`src/exu_decode_config.svh`:
```
`ifndef EXU_DECODE_CONFIG_SVH
`define EXU_DECODE_CONFIG_SVH

`define EXU_XLEN              32
`define EXU_PC_SIZE           32
`define EXU_RFIDX_WIDTH       5

// merged info bus, group code sits in the low bits
`define EXU_DECINFO_WIDTH     24
`define EXU_DECINFO_GRP_WIDTH 3
`define EXU_DECINFO_GRP       2:0

`define EXU_DECINFO_ALU_ADD    3
`define EXU_DECINFO_ALU_SUB    4
`define EXU_DECINFO_ALU_XOR    5
`define EXU_DECINFO_ALU_SLL    6
`define EXU_DECINFO_ALU_SRL    7
`define EXU_DECINFO_ALU_SRA    8
`define EXU_DECINFO_ALU_OR     9
`define EXU_DECINFO_ALU_AND    10
`define EXU_DECINFO_ALU_SLT    11
`define EXU_DECINFO_ALU_SLTU   12
`define EXU_DECINFO_ALU_LUI    13
`define EXU_DECINFO_ALU_OP2IMM 14
`define EXU_DECINFO_ALU_OP1PC  15
`define EXU_DECINFO_ALU_NOP    16
`define EXU_DECINFO_ALU_ECAL   17
`define EXU_DECINFO_ALU_EBRK   18
`define EXU_DECINFO_ALU_WFI    19

`define EXU_DECINFO_AGU_LOAD   3
`define EXU_DECINFO_AGU_STORE  4
`define EXU_DECINFO_AGU_SIZE   6:5
`define EXU_DECINFO_AGU_USIGN  7
`define EXU_DECINFO_AGU_OP2IMM 8

`define EXU_DECINFO_BJP_JUMP   3
`define EXU_DECINFO_BJP_BPRDT  4
`define EXU_DECINFO_BJP_BEQ    5
`define EXU_DECINFO_BJP_BNE    6
`define EXU_DECINFO_BJP_BLT    7
`define EXU_DECINFO_BJP_BGT    8
`define EXU_DECINFO_BJP_BLTU   9
`define EXU_DECINFO_BJP_BGTU   10
`define EXU_DECINFO_BJP_BXX    11
`define EXU_DECINFO_BJP_MRET   12
`define EXU_DECINFO_BJP_DRET   13
`define EXU_DECINFO_BJP_FENCE  14
`define EXU_DECINFO_BJP_FENCEI 15

// csr op is func3[1:0]: 01 rw, 10 rs, 11 rc
`define EXU_DECINFO_CSR_OP     4:3
`define EXU_DECINFO_CSR_RS1IMM 5
`define EXU_DECINFO_CSR_ZIMM   10:6
`define EXU_DECINFO_CSR_RS1IS0 11
`define EXU_DECINFO_CSR_CSRIDX 23:12

`define EXU_DECINFO_MULDIV_MUL    3
`define EXU_DECINFO_MULDIV_MULH   4
`define EXU_DECINFO_MULDIV_MULHSU 5
`define EXU_DECINFO_MULDIV_MULHU  6
`define EXU_DECINFO_MULDIV_DIV    7
`define EXU_DECINFO_MULDIV_DIVU   8
`define EXU_DECINFO_MULDIV_REM    9
`define EXU_DECINFO_MULDIV_REMU   10

// instr[31:20] of the func3 000 system ops
`define EXU_SYS_ECALL  12'h000
`define EXU_SYS_EBREAK 12'h001
`define EXU_SYS_MRET   12'h302
`define EXU_SYS_DRET   12'h7b2
`define EXU_SYS_WFI    12'h105

`endif

```
`src/exu_decode_pkg.sv`:
```
`include "exu_decode_config.svh"

package exu_decode_pkg;

  typedef logic [31:0]                   instr_t;
  typedef logic [`EXU_RFIDX_WIDTH-1:0]   rfidx_t;
  typedef logic [`EXU_XLEN-1:0]          xlen_t;
  typedef logic [`EXU_PC_SIZE-1:0]       pc_t;
  typedef logic [`EXU_DECINFO_WIDTH-1:0] dec_info_t;

  // group code in the low bits of the info bus
  typedef enum logic [`EXU_DECINFO_GRP_WIDTH-1:0] {
    GRP_ALU    = 3'd0,
    GRP_AGU    = 3'd1,
    GRP_BJP    = 3'd2,
    GRP_CSR    = 3'd3,
    GRP_MULDIV = 3'd4
  } dec_grp_e;

  // one-hot, all zero for reserved/custom opcodes
  typedef struct packed {
    logic load;
    logic store;
    logic branch;
    logic jalr;
    logic jal;
    logic miscmem;
    logic op_imm;
    logic op;
    logic system;
    logic auipc;
    logic lui;
  } opclass_t;

endpackage

```
`src/dec_imm_gen.sv`:
```
`timescale 1ns/1ps
`include "exu_decode_config.svh"

module dec_imm_gen (
  input  exu_decode_pkg::instr_t   i_instr,
  input  exu_decode_pkg::opclass_t i_class,
  output exu_decode_pkg::xlen_t    o_imm,
  output logic                     o_need_imm
);

  import exu_decode_pkg::*;

  xlen_t imm_i;
  xlen_t imm_s;
  xlen_t imm_b;
  xlen_t imm_u;
  xlen_t imm_j;
  logic  sel_i;
  logic  sel_s;
  logic  sel_b;
  logic  sel_u;
  logic  sel_j;

  assign imm_i = {{20{i_instr[31]}}, i_instr[31:20]};
  assign imm_s = {{20{i_instr[31]}}, i_instr[31:25], i_instr[11:7]};
  assign imm_b = {{19{i_instr[31]}}, i_instr[31], i_instr[7],
                  i_instr[30:25], i_instr[11:8], 1'b0};
  assign imm_u = {i_instr[31:12], 12'b0};
  assign imm_j = {{11{i_instr[31]}}, i_instr[31], i_instr[19:12],
                  i_instr[20], i_instr[30:21], 1'b0};

  assign sel_i = i_class.op_imm | i_class.jalr | i_class.load;
  assign sel_s = i_class.store;
  assign sel_b = i_class.branch;
  assign sel_u = i_class.lui | i_class.auipc;
  assign sel_j = i_class.jal;

  // selects are one-hot, so and-or is enough
  assign o_imm = ({`EXU_XLEN{sel_i}} & imm_i)
               | ({`EXU_XLEN{sel_s}} & imm_s)
               | ({`EXU_XLEN{sel_b}} & imm_b)
               | ({`EXU_XLEN{sel_u}} & imm_u)
               | ({`EXU_XLEN{sel_j}} & imm_j);

  assign o_need_imm = sel_i | sel_s | sel_b | sel_u | sel_j;

endmodule

```
`src/dec_info_pack.sv`:
```
`timescale 1ns/1ps
`include "exu_decode_config.svh"

module dec_info_pack (
  input  exu_decode_pkg::instr_t    i_instr,
  input  exu_decode_pkg::opclass_t  i_class,
  input  logic [7:0]                i_func3_sel,
  input  logic                      i_alt,
  input  logic                      i_muldiv,
  input  logic                      i_func7_zero,
  input  logic [11:0]               i_sys_code,
  input  logic                      i_need_imm,
  input  logic                      i_prdt_taken,
  input  logic                      i_dbg_mode,
  output exu_decode_pkg::dec_info_t o_info,
  output logic                      o_ilegl,
  output logic                      o_csr_imm
);

  import exu_decode_pkg::*;

  logic [7:0] f3;
  logic       sys_priv;
  logic       ecall, ebreak, mret, dret, wfi;
  logic       slli, srli, srai, shamt_ilgl;
  logic       op_base, nop;
  logic       alu_op, agu_op, bjp_op, csr_op, muldiv_op;
  dec_info_t  alu_bus, agu_bus, bjp_bus, csr_bus, muldiv_bus;

  assign f3       = i_func3_sel;
  assign op_base  = i_class.op & ~i_muldiv;
  assign sys_priv = i_class.system & f3[0];
  assign ecall    = sys_priv & (i_sys_code == `EXU_SYS_ECALL);
  assign ebreak   = sys_priv & (i_sys_code == `EXU_SYS_EBREAK);
  assign mret     = sys_priv & (i_sys_code == `EXU_SYS_MRET);
  assign dret     = sys_priv & (i_sys_code == `EXU_SYS_DRET);
  assign wfi      = sys_priv & (i_sys_code == `EXU_SYS_WFI);

  assign slli = i_class.op_imm & f3[1] & (i_instr[31:26] == 6'b000000);
  assign srli = i_class.op_imm & f3[5] & (i_instr[31:26] == 6'b000000);
  assign srai = i_class.op_imm & f3[5] & (i_instr[31:26] == 6'b010000);
  assign shamt_ilgl = (slli | srli | srai) & i_instr[25]; // shamt[5] on rv32
  assign nop  = i_class.op_imm & f3[0] & (i_instr[31:7] == '0);

  always_comb begin
    alu_bus = '0;
    alu_bus[`EXU_DECINFO_GRP]        = GRP_ALU;
    alu_bus[`EXU_DECINFO_ALU_ADD]    = (op_base & f3[0] & i_func7_zero)
                                     | (i_class.op_imm & f3[0]) | i_class.auipc;
    alu_bus[`EXU_DECINFO_ALU_SUB]    = op_base & f3[0] & i_alt;
    alu_bus[`EXU_DECINFO_ALU_XOR]    = (op_base & f3[4] & i_func7_zero) | (i_class.op_imm & f3[4]);
    alu_bus[`EXU_DECINFO_ALU_SLL]    = (op_base & f3[1] & i_func7_zero) | slli;
    alu_bus[`EXU_DECINFO_ALU_SRL]    = (op_base & f3[5] & i_func7_zero) | srli;
    alu_bus[`EXU_DECINFO_ALU_SRA]    = (op_base & f3[5] & i_alt) | srai;
    alu_bus[`EXU_DECINFO_ALU_OR]     = (op_base & f3[6] & i_func7_zero) | (i_class.op_imm & f3[6]);
    alu_bus[`EXU_DECINFO_ALU_AND]    = (op_base & f3[7] & i_func7_zero) | (i_class.op_imm & f3[7]);
    alu_bus[`EXU_DECINFO_ALU_SLT]    = (op_base & f3[2] & i_func7_zero) | (i_class.op_imm & f3[2]);
    alu_bus[`EXU_DECINFO_ALU_SLTU]   = (op_base & f3[3] & i_func7_zero) | (i_class.op_imm & f3[3]);
    alu_bus[`EXU_DECINFO_ALU_LUI]    = i_class.lui;
    alu_bus[`EXU_DECINFO_ALU_OP2IMM] = i_need_imm;
    alu_bus[`EXU_DECINFO_ALU_OP1PC]  = i_class.auipc;
    alu_bus[`EXU_DECINFO_ALU_NOP]    = nop;
    alu_bus[`EXU_DECINFO_ALU_ECAL]   = ecall;
    alu_bus[`EXU_DECINFO_ALU_EBRK]   = ebreak;
    alu_bus[`EXU_DECINFO_ALU_WFI]    = wfi;
  end

  always_comb begin
    agu_bus = '0;
    agu_bus[`EXU_DECINFO_GRP]        = GRP_AGU;
    agu_bus[`EXU_DECINFO_AGU_LOAD]   = i_class.load;
    agu_bus[`EXU_DECINFO_AGU_STORE]  = i_class.store;
    agu_bus[`EXU_DECINFO_AGU_SIZE]   = i_instr[13:12];
    agu_bus[`EXU_DECINFO_AGU_USIGN]  = i_instr[14];
    agu_bus[`EXU_DECINFO_AGU_OP2IMM] = i_need_imm;
  end

  always_comb begin
    bjp_bus = '0;
    bjp_bus[`EXU_DECINFO_GRP]        = GRP_BJP;
    bjp_bus[`EXU_DECINFO_BJP_JUMP]   = i_class.jal | i_class.jalr;
    bjp_bus[`EXU_DECINFO_BJP_BPRDT]  = i_prdt_taken;
    bjp_bus[`EXU_DECINFO_BJP_BEQ]    = i_class.branch & f3[0];
    bjp_bus[`EXU_DECINFO_BJP_BNE]    = i_class.branch & f3[1];
    bjp_bus[`EXU_DECINFO_BJP_BLT]    = i_class.branch & f3[4];
    bjp_bus[`EXU_DECINFO_BJP_BGT]    = i_class.branch & f3[5];
    bjp_bus[`EXU_DECINFO_BJP_BLTU]   = i_class.branch & f3[6];
    bjp_bus[`EXU_DECINFO_BJP_BGTU]   = i_class.branch & f3[7];
    bjp_bus[`EXU_DECINFO_BJP_BXX]    = i_class.branch;
    bjp_bus[`EXU_DECINFO_BJP_MRET]   = mret;
    bjp_bus[`EXU_DECINFO_BJP_DRET]   = dret;
    bjp_bus[`EXU_DECINFO_BJP_FENCE]  = i_class.miscmem & f3[0];
    bjp_bus[`EXU_DECINFO_BJP_FENCEI] = i_class.miscmem & f3[1];
  end

  assign o_csr_imm = i_class.system & (f3[5] | f3[6] | f3[7]);

  always_comb begin
    csr_bus = '0;
    csr_bus[`EXU_DECINFO_GRP]        = GRP_CSR;
    csr_bus[`EXU_DECINFO_CSR_OP]     = i_instr[13:12];
    csr_bus[`EXU_DECINFO_CSR_RS1IMM] = o_csr_imm;
    csr_bus[`EXU_DECINFO_CSR_ZIMM]   = i_instr[19:15];
    csr_bus[`EXU_DECINFO_CSR_RS1IS0] = (i_instr[19:15] == 5'd0);
    csr_bus[`EXU_DECINFO_CSR_CSRIDX] = i_instr[31:20];
  end

  always_comb begin
    muldiv_bus = '0;
    muldiv_bus[`EXU_DECINFO_GRP]           = GRP_MULDIV;
    muldiv_bus[`EXU_DECINFO_MULDIV_MUL]    = f3[0];
    muldiv_bus[`EXU_DECINFO_MULDIV_MULH]   = f3[1];
    muldiv_bus[`EXU_DECINFO_MULDIV_MULHSU] = f3[2];
    muldiv_bus[`EXU_DECINFO_MULDIV_MULHU]  = f3[3];
    muldiv_bus[`EXU_DECINFO_MULDIV_DIV]    = f3[4];
    muldiv_bus[`EXU_DECINFO_MULDIV_DIVU]   = f3[5];
    muldiv_bus[`EXU_DECINFO_MULDIV_REM]    = f3[6];
    muldiv_bus[`EXU_DECINFO_MULDIV_REMU]   = f3[7];
  end

  assign alu_op = ~shamt_ilgl & (i_class.op_imm | op_base | i_class.auipc | i_class.lui
                                 | wfi | ecall | ebreak);
  assign agu_op    = i_class.load | i_class.store;
  assign bjp_op    = i_class.jal | i_class.jalr | i_class.branch | mret
                   | (dret & i_dbg_mode) | (i_class.miscmem & (f3[0] | f3[1]));
  assign csr_op    = i_class.system & ~f3[0] & ~f3[4]; // func3 100 is reserved
  assign muldiv_op = i_class.op & i_muldiv;

  // at most one op term is set
  assign o_info = ({`EXU_DECINFO_WIDTH{alu_op}}    & alu_bus)
                | ({`EXU_DECINFO_WIDTH{agu_op}}    & agu_bus)
                | ({`EXU_DECINFO_WIDTH{bjp_op}}    & bjp_bus)
                | ({`EXU_DECINFO_WIDTH{csr_op}}    & csr_bus)
                | ({`EXU_DECINFO_WIDTH{muldiv_op}} & muldiv_bus);

  assign o_ilegl = (i_instr == '0)
                 | (&i_instr)
                 | shamt_ilgl
                 | (dret & ~i_dbg_mode)
                 | ~(alu_op | agu_op | bjp_op | csr_op | muldiv_op);

endmodule

```
`src/dec_opcode_class.sv`:
```
`timescale 1ns/1ps

module dec_opcode_class (
  input  exu_decode_pkg::instr_t   i_instr,
  output exu_decode_pkg::opclass_t o_class,
  output logic [7:0]               o_func3_sel,
  output logic                     o_alt,
  output logic                     o_muldiv,
  output logic                     o_func7_zero,
  output logic [11:0]              o_sys_code
);

  logic [1:0] op_6_5;
  logic [2:0] op_4_2;
  logic       op_1_0_11;
  logic [6:0] func7;

  assign op_6_5    = i_instr[6:5];
  assign op_4_2    = i_instr[4:2];
  assign op_1_0_11 = (i_instr[1:0] == 2'b11); // anything else is not a 32-bit op
  assign func7     = i_instr[31:25];

  always_comb begin
    o_class = '0;
    if (op_1_0_11) begin
      case ({op_6_5, op_4_2})
        5'b00_000: o_class.load    = 1'b1;
        5'b01_000: o_class.store   = 1'b1;
        5'b11_000: o_class.branch  = 1'b1;
        5'b11_001: o_class.jalr    = 1'b1;
        5'b11_011: o_class.jal     = 1'b1;
        5'b00_011: o_class.miscmem = 1'b1;
        5'b00_100: o_class.op_imm  = 1'b1;
        5'b01_100: o_class.op      = 1'b1;
        5'b11_100: o_class.system  = 1'b1;
        5'b00_101: o_class.auipc   = 1'b1;
        5'b01_101: o_class.lui     = 1'b1;
        default:   o_class         = '0; // fp, amo, custom, reserved
      endcase
    end
  end

  // func3 decoded once, shared downstream
  assign o_func3_sel  = 8'b0000_0001 << i_instr[14:12];
  assign o_alt        = (func7 == 7'b0100000);
  assign o_muldiv     = (func7 == 7'b0000001);
  assign o_func7_zero = (func7 == 7'b0000000);
  assign o_sys_code   = i_instr[31:20];

endmodule

```
`src/dec_regidx.sv`:
```
`timescale 1ns/1ps

module dec_regidx (
  input  exu_decode_pkg::instr_t   i_instr,
  input  exu_decode_pkg::opclass_t i_class,
  input  logic                     i_csr_imm,
  output exu_decode_pkg::rfidx_t   o_rs1idx,
  output exu_decode_pkg::rfidx_t   o_rs2idx,
  output exu_decode_pkg::rfidx_t   o_rdidx,
  output logic                     o_rs1en,
  output logic                     o_rs2en,
  output logic                     o_rdwen
);

  logic sys_priv; // ecall/ebreak/mret/dret/wfi
  logic rs1_x0;
  logic rs2_x0;
  logic rd_x0;

  // rv32 only, fields sit at fixed positions
  assign o_rs1idx = i_instr[19:15];
  assign o_rs2idx = i_instr[24:20];
  assign o_rdidx  = i_instr[11:7];

  assign rs1_x0   = (o_rs1idx == '0);
  assign rs2_x0   = (o_rs2idx == '0);
  assign rd_x0    = (o_rdidx == '0);
  assign sys_priv = i_class.system & (i_instr[14:12] == 3'b000);

  assign o_rdwen = ~rd_x0
                 & ~i_class.branch
                 & ~i_class.store
                 & ~i_class.miscmem
                 & ~sys_priv;

  assign o_rs1en = ~rs1_x0
                 & ~i_class.lui
                 & ~i_class.auipc
                 & ~i_class.jal
                 & ~i_class.miscmem
                 & ~sys_priv
                 & ~i_csr_imm;  // zimm sits in the rs1 field

  assign o_rs2en = ~rs2_x0 & (i_class.branch | i_class.store | i_class.op);

endmodule

```
`src/exu_decode.sv`:
```
`timescale 1ns/1ps

module exu_decode (
  input  logic                      clk,
  input  logic                      i_rst_n,
  input  logic                      i_valid,
  input  exu_decode_pkg::instr_t    i_instr,
  input  exu_decode_pkg::pc_t       i_pc,
  input  logic                      i_prdt_taken,
  input  logic                      i_dbg_mode,
  output logic                      o_valid,
  output exu_decode_pkg::pc_t       o_pc,
  output exu_decode_pkg::dec_info_t o_info,
  output exu_decode_pkg::xlen_t     o_imm,
  output exu_decode_pkg::rfidx_t    o_rs1idx,
  output exu_decode_pkg::rfidx_t    o_rs2idx,
  output exu_decode_pkg::rfidx_t    o_rdidx,
  output logic                      o_rs1en,
  output logic                      o_rs2en,
  output logic                      o_rdwen,
  output logic                      o_ilegl
);

  import exu_decode_pkg::*;

  opclass_t   cls;
  logic [7:0] func3_sel;
  logic       alt;
  logic       muldiv;
  logic       func7_zero;
  logic [11:0] sys_code;
  xlen_t      imm;
  logic       need_imm;
  logic       csr_imm;
  rfidx_t     rs1idx;
  rfidx_t     rs2idx;
  rfidx_t     rdidx;
  logic       rs1en;
  logic       rs2en;
  logic       rdwen;
  dec_info_t  info;
  logic       ilegl;

  dec_opcode_class u_class (
    .i_instr      (i_instr),
    .o_class      (cls),
    .o_func3_sel  (func3_sel),
    .o_alt        (alt),
    .o_muldiv     (muldiv),
    .o_func7_zero (func7_zero),
    .o_sys_code   (sys_code)
  );

  dec_imm_gen u_imm (
    .i_instr    (i_instr),
    .i_class    (cls),
    .o_imm      (imm),
    .o_need_imm (need_imm)
  );

  dec_regidx u_regidx (
    .i_instr   (i_instr),
    .i_class   (cls),
    .i_csr_imm (csr_imm),
    .o_rs1idx  (rs1idx),
    .o_rs2idx  (rs2idx),
    .o_rdidx   (rdidx),
    .o_rs1en   (rs1en),
    .o_rs2en   (rs2en),
    .o_rdwen   (rdwen)
  );

  dec_info_pack u_info (
    .i_instr      (i_instr),
    .i_class      (cls),
    .i_func3_sel  (func3_sel),
    .i_alt        (alt),
    .i_muldiv     (muldiv),
    .i_func7_zero (func7_zero),
    .i_sys_code   (sys_code),
    .i_need_imm   (need_imm),
    .i_prdt_taken (i_prdt_taken),
    .i_dbg_mode   (i_dbg_mode),
    .o_info       (info),
    .o_ilegl      (ilegl),
    .o_csr_imm    (csr_imm)
  );

  always_ff @(posedge clk or negedge i_rst_n) begin
    if (!i_rst_n) begin
      o_valid <= 1'b0;
    end else begin
      o_valid <= i_valid; // no back-pressure
    end
  end

  // decode results, held while no new instruction
  always_ff @(posedge clk or negedge i_rst_n) begin
    if (!i_rst_n) begin
      o_pc     <= '0;
      o_info   <= '0;
      o_imm    <= '0;
      o_rs1idx <= '0;
      o_rs2idx <= '0;
      o_rdidx  <= '0;
      o_rs1en  <= 1'b0;
      o_rs2en  <= 1'b0;
      o_rdwen  <= 1'b0;
      o_ilegl  <= 1'b0;
    end else if (i_valid) begin
      o_pc     <= i_pc;
      o_info   <= info;
      o_imm    <= imm;
      o_rs1idx <= rs1idx;
      o_rs2idx <= rs2idx;
      o_rdidx  <= rdidx;
      o_rs1en  <= rs1en;
      o_rs2en  <= rs2en;
      o_rdwen  <= rdwen;
      o_ilegl  <= ilegl;
    end
  end

endmodule

```
`config.mk`:
```
export PLATFORM = sky130hd
export DESIGN_NAME = exu_decode
export DESIGN_NICKNAME = d
export VERILOG_FILES = /design/src/exu_decode_pkg.sv /design/src/dec_imm_gen.sv /design/src/dec_info_pack.sv /design/src/dec_opcode_class.sv /design/src/dec_regidx.sv /design/src/exu_decode.sv
export VERILOG_INCLUDE_DIRS = /design/src
export SDC_FILE = /design/constraint.sdc
export NUM_CORES = 1
export LEC_CHECK = 0
export BUFFER_PORTS_ARGS = -buffer_cell sky130_fd_sc_hd__buf_2
export CAP_MARGIN = 20
export CORE_UTILIZATION = 42
export DETAILED_ROUTE_END_ITERATION = 10
export PLACE_DENSITY = 0.75
export SYNTH_ARGS = -nofsm -noshare
export SYNTH_HDL_FRONTEND = slang
export SYNTH_HIERARCHICAL = 1
export SYNTH_SLANG_ARGS = --single-unit
```
`constraint.sdc`:
```
create_clock -name clk -period 0.8 [get_ports clk]
set_input_delay 0.16 -clock clk [delete_from_list [all_inputs] [get_ports clk]]
set_output_delay 0.16 -clock clk [all_outputs]
set_load 0.03 [all_outputs]
```
==> out/metrics.cfg <==
[worst_setup_path]
worst_setup_path_end_kind=flop
reg2reg_slack_ps=-240
cp_max_fo=4
cpPeakStageDelay_ps=330
path_cells=buf_6, or2_4, nor3_4, nor3b_4, o2111ai_4, o21a_4, or3_4, a22o_1, mux2_4
cp_num_buf_inv=1
timing.rr.start=o_imm[23]
r2r_cells=3
critPathRequiredTime_ps=1050
cp-start-kind=input port
worstReg2RegEnd=o_imm[23]
critPathArrivalTime_ps=2070
cp_slowest_cell=or3_4
crit_family=simple AND/OR/NAND/NOR gates
setup.worst_path.class=in2reg

[clock_tree]
cts_max_level=3
numCtsBuffers=9
cts_tree=built
clkSlewWorstSetupHoldPaths_ps=80
cts.path.max_buffers=2
cts_root_buffer=clkbuf_16
clk_latency_ps=360
numClockSinks=108

[power_and_ir_drop]
seqPwrFrac=0.415
p_int_mw=10.28
swShare=0.2951
vdd_drop_max_mv=1.626
clockPowerShare=0.335
leakage_nw=4.864
p_comb_frac=0.251
p_switching_mw=4.303
cellPowerDensity_nw_per_um2=1503

[detailed_routing]
routedWlPerCell_um=22.52
num_vias=5475
drt_iter0_markers=443
wl_mm=22.09
post_drt_via_cell_ratio=5.581
drt-pass1-iter-count=5
ant_nets=0
post-route-drc-count=0

[synth]
avgSynthCellArea_sq_um=11.92
async_flop_share=1.000
ys_ff_latch=108
synth_area_sq_um=5734
yosysTopAreaCellShare=0.4713
synth_nets=550
yosysWarnings=6
synthFlopType=dfrtp_1
synthTopCellsByArea=dfrtp_1, mux2_2, mux2_4, buf_4, nand2_1
synth_enable_flop_cells=0
yosys.area.top_type=dfrtp_1
syn_inst=481
yosysUniqueCellTypes=63
yosysSeqAreaShare=0.4713

[die]
die_h_um=118.8
initial_utilization=0.4313
core-area_sq_um=13300
dieArea_sq_um=14120
io_pins=177
placementRows=42
chipWidth_um=118.8

[status]
status=finished with violations
violations=negative setup slack

[global_route]
use_met1=0.3700
grt_usage=0.2957
top_usage_layer=met2
antenna_found_initial=2
grt_pass1_wl_mm=31.64
met2_usage=0.4872
grt_pass1_vias=5541
grt_use_met3=0.07375
grt_max_degree=48
grt_overflow=0

[sta]
fin_skew_ps=0
whs_ps=29.21
hold_viol_final=0
rsz0062_at_grt=yes
timing.fmax_ghz=0.5469
tightest_slew_ps=402.7
relSlewSlack=0.7291
drv_slew=0
layout_min_cycle_time_ps=1828
finalSetupViolCount=197
period_share=2.285
fin_ws_ps=-1028

[cells_and_area]
drive_gt1_frac=0.7148
fin_cells=981
nets=867
fin_area_sq_um=9701
area_delta_synth_final_pct=69.17

[placement]
port_buffers=176
place.gp.congestion=0.9277
post_dp_cell_area_sq_um=7461
place.detailed.hpwl_mm=13.50
dp.cells=890

[min_path]
hp-start=i_pc[26]
hold_end=o_pc[26]
hold_path_class=in2reg
holdPathStages=2

[run]
cap_violations=0

## power groups by stage
| stage | Combinational, mW | Clock, mW | Sequential, mW |
|---|---|---|---|
| 2_1_floorplan | 0.870 | 0 | 6.66 |
| 3_3_place_gp | 2.57 | 0 | 6.03 |
| 3_5_place_dp | 2.61 | 0 | 6.05 |
| 4_1_cts | 3.29 | 4.92 | 6.01 |
| 5_1_grt | 3.80 | 5.14 | 6.08 |
| 6_report | 3.65 | 4.88 | 6.05 |
## Yosys cell counts (all sizes together), types with 2 or more instances
cell type / instances
a21o: 8
o31ai: 2
nor4b: 2
nand2b: 2
o211ai: 2
a22o: 9
o21ai: 13
or2: 7
nor3b: 5
nor2: 10
nand2: 41
nor3: 21
a22oi: 4
and3: 3
clkbuf: 7
or4: 7
buf: 42
or3: 6
nand4: 13
nand3: 11
dfrtp: 108
o21a: 2
nor4: 11
a221o: 3
and2: 13
and3b: 2
mux2: 107
## per-stage QoR
| step | util | power (mW) | worst slack (ps) | setup TNS [ps] |
|---|---|---|---|---|
| 2_1_floorplan | - | 7.529 | -1466 | -71840 |
| 3_5_place_dp | 0.5612 | 8.656 | -1498 | -85220 |
| 5_1_grt | 0.7296 | 15.02 | -1087 | -86470 |
| 4_1_cts | 0.6897 | 14.23 | -1001 | -75070 |
| 3_3_place_gp | 0.5612 | 8.596 | -1396 | -83100 |
| 6_report | 0.7296 | 14.58 | -1028 | -81270 |
## repair_timing
item | in CTS | in global routing
hold endpoints to repair | 108 | 0
setup endpoints to repair | 168 | 199
pin swaps | 20 | 14
setup buffers | 37 | 39
cloned | 1 | 0
resized for setup | 323 | 67
hold buffers | 1 | 0
## worst max-delay path by stage
stage | slack [ps] | cells past startpoint | from | end
floorplan | -1470 | 9 | i_instr[2] | o_info[9]
global placement | -1400 | 9 | i_instr[2] | o_ilegl
detailed placement | -1500 | 9 | i_instr[2] | o_ilegl
CTS | -1000 | 9 | i_instr[2] | o_info[9]
global route | -1090 | 9 | i_instr[2] | o_info[9]
finish | -1030 | 9 | i_instr[2] | o_info[9]
## cell families (layout without fill, tap and decap cells)
group	after synthesis	after routing	synth area share
buffers and inverters	50	372	0.05956
AOI/OAI and AO/OA	55	55	0.07811
other	0	2	0
muxes	107	107	0.2298
and+or+nand+nor	161	161	0.1613
DFF	108	108	0.4713
## worst reg2reg max path: stages (launching register included)
cell	delay, ps
dfrtp_1	400
buf_4	140
buf_4	120
mux2_4	270
## layout make-up
class | instances | area (sq um)
flip-flops and latches | 108 | 2724
repair buffers | 355 | 3241
well taps | 176 | 220.2
multi-input cells | 323 | 3187
clock inverters | 5 | 67.56
fillers | 859 | 3595
diodes | 2 | 5.005
clock buffers | 11 | 252.7
inverters | 1 | 3.754
## registers in the layout (all words and copies together) (netlist names)
name      cells
o_rdwen       1
o_imm        32
o_rs1en       1
o_valid       1
o_rs2en       1
o_rs1idx      5
o_info       24
o_ilegl       1
o_rs2idx      5
o_pc         32
o_rdidx       5
## placed cells by master (no fill, tap or decap), types with 3 or more instances in the layout
cell	n
nor4_1	6
and2_1	10
or2_2	4
nor4_2	3
nor3_2	4
nand2_1	28
o21ai_0	8
mux2_4	69
or4_4	3
a22o_1	5
dfrtp_1	91
nor3b_4	3
dfrtp_2	17
a22oi_1	4
nand3_1	9
buf_2	56
buf_6	164
nand2_2	11
buf_4	125
or4_1	4
nor3_1	11
buf_8	3
nand4_1	13
and2_4	3
a22o_2	4
mux2_2	38
or3_4	5
a221o_2	3
nor3_4	6
buf_12	6
clkbuf_16	9
a21o_1	8
nor2_1	10
o21ai_2	3
or2_4	3
## per-layer routing
| metal | vias up | wire, um |
|---|---|---|
| met5 | - | 0 |
| met4 | 0 | 1013 |
| met3 | 78 | 1588 |
| met2 | 287 | 11050 |
| met1 | 2728 | 8436 |
| li1 | 2382 | - |
Power figures use the tool's default switching activity.
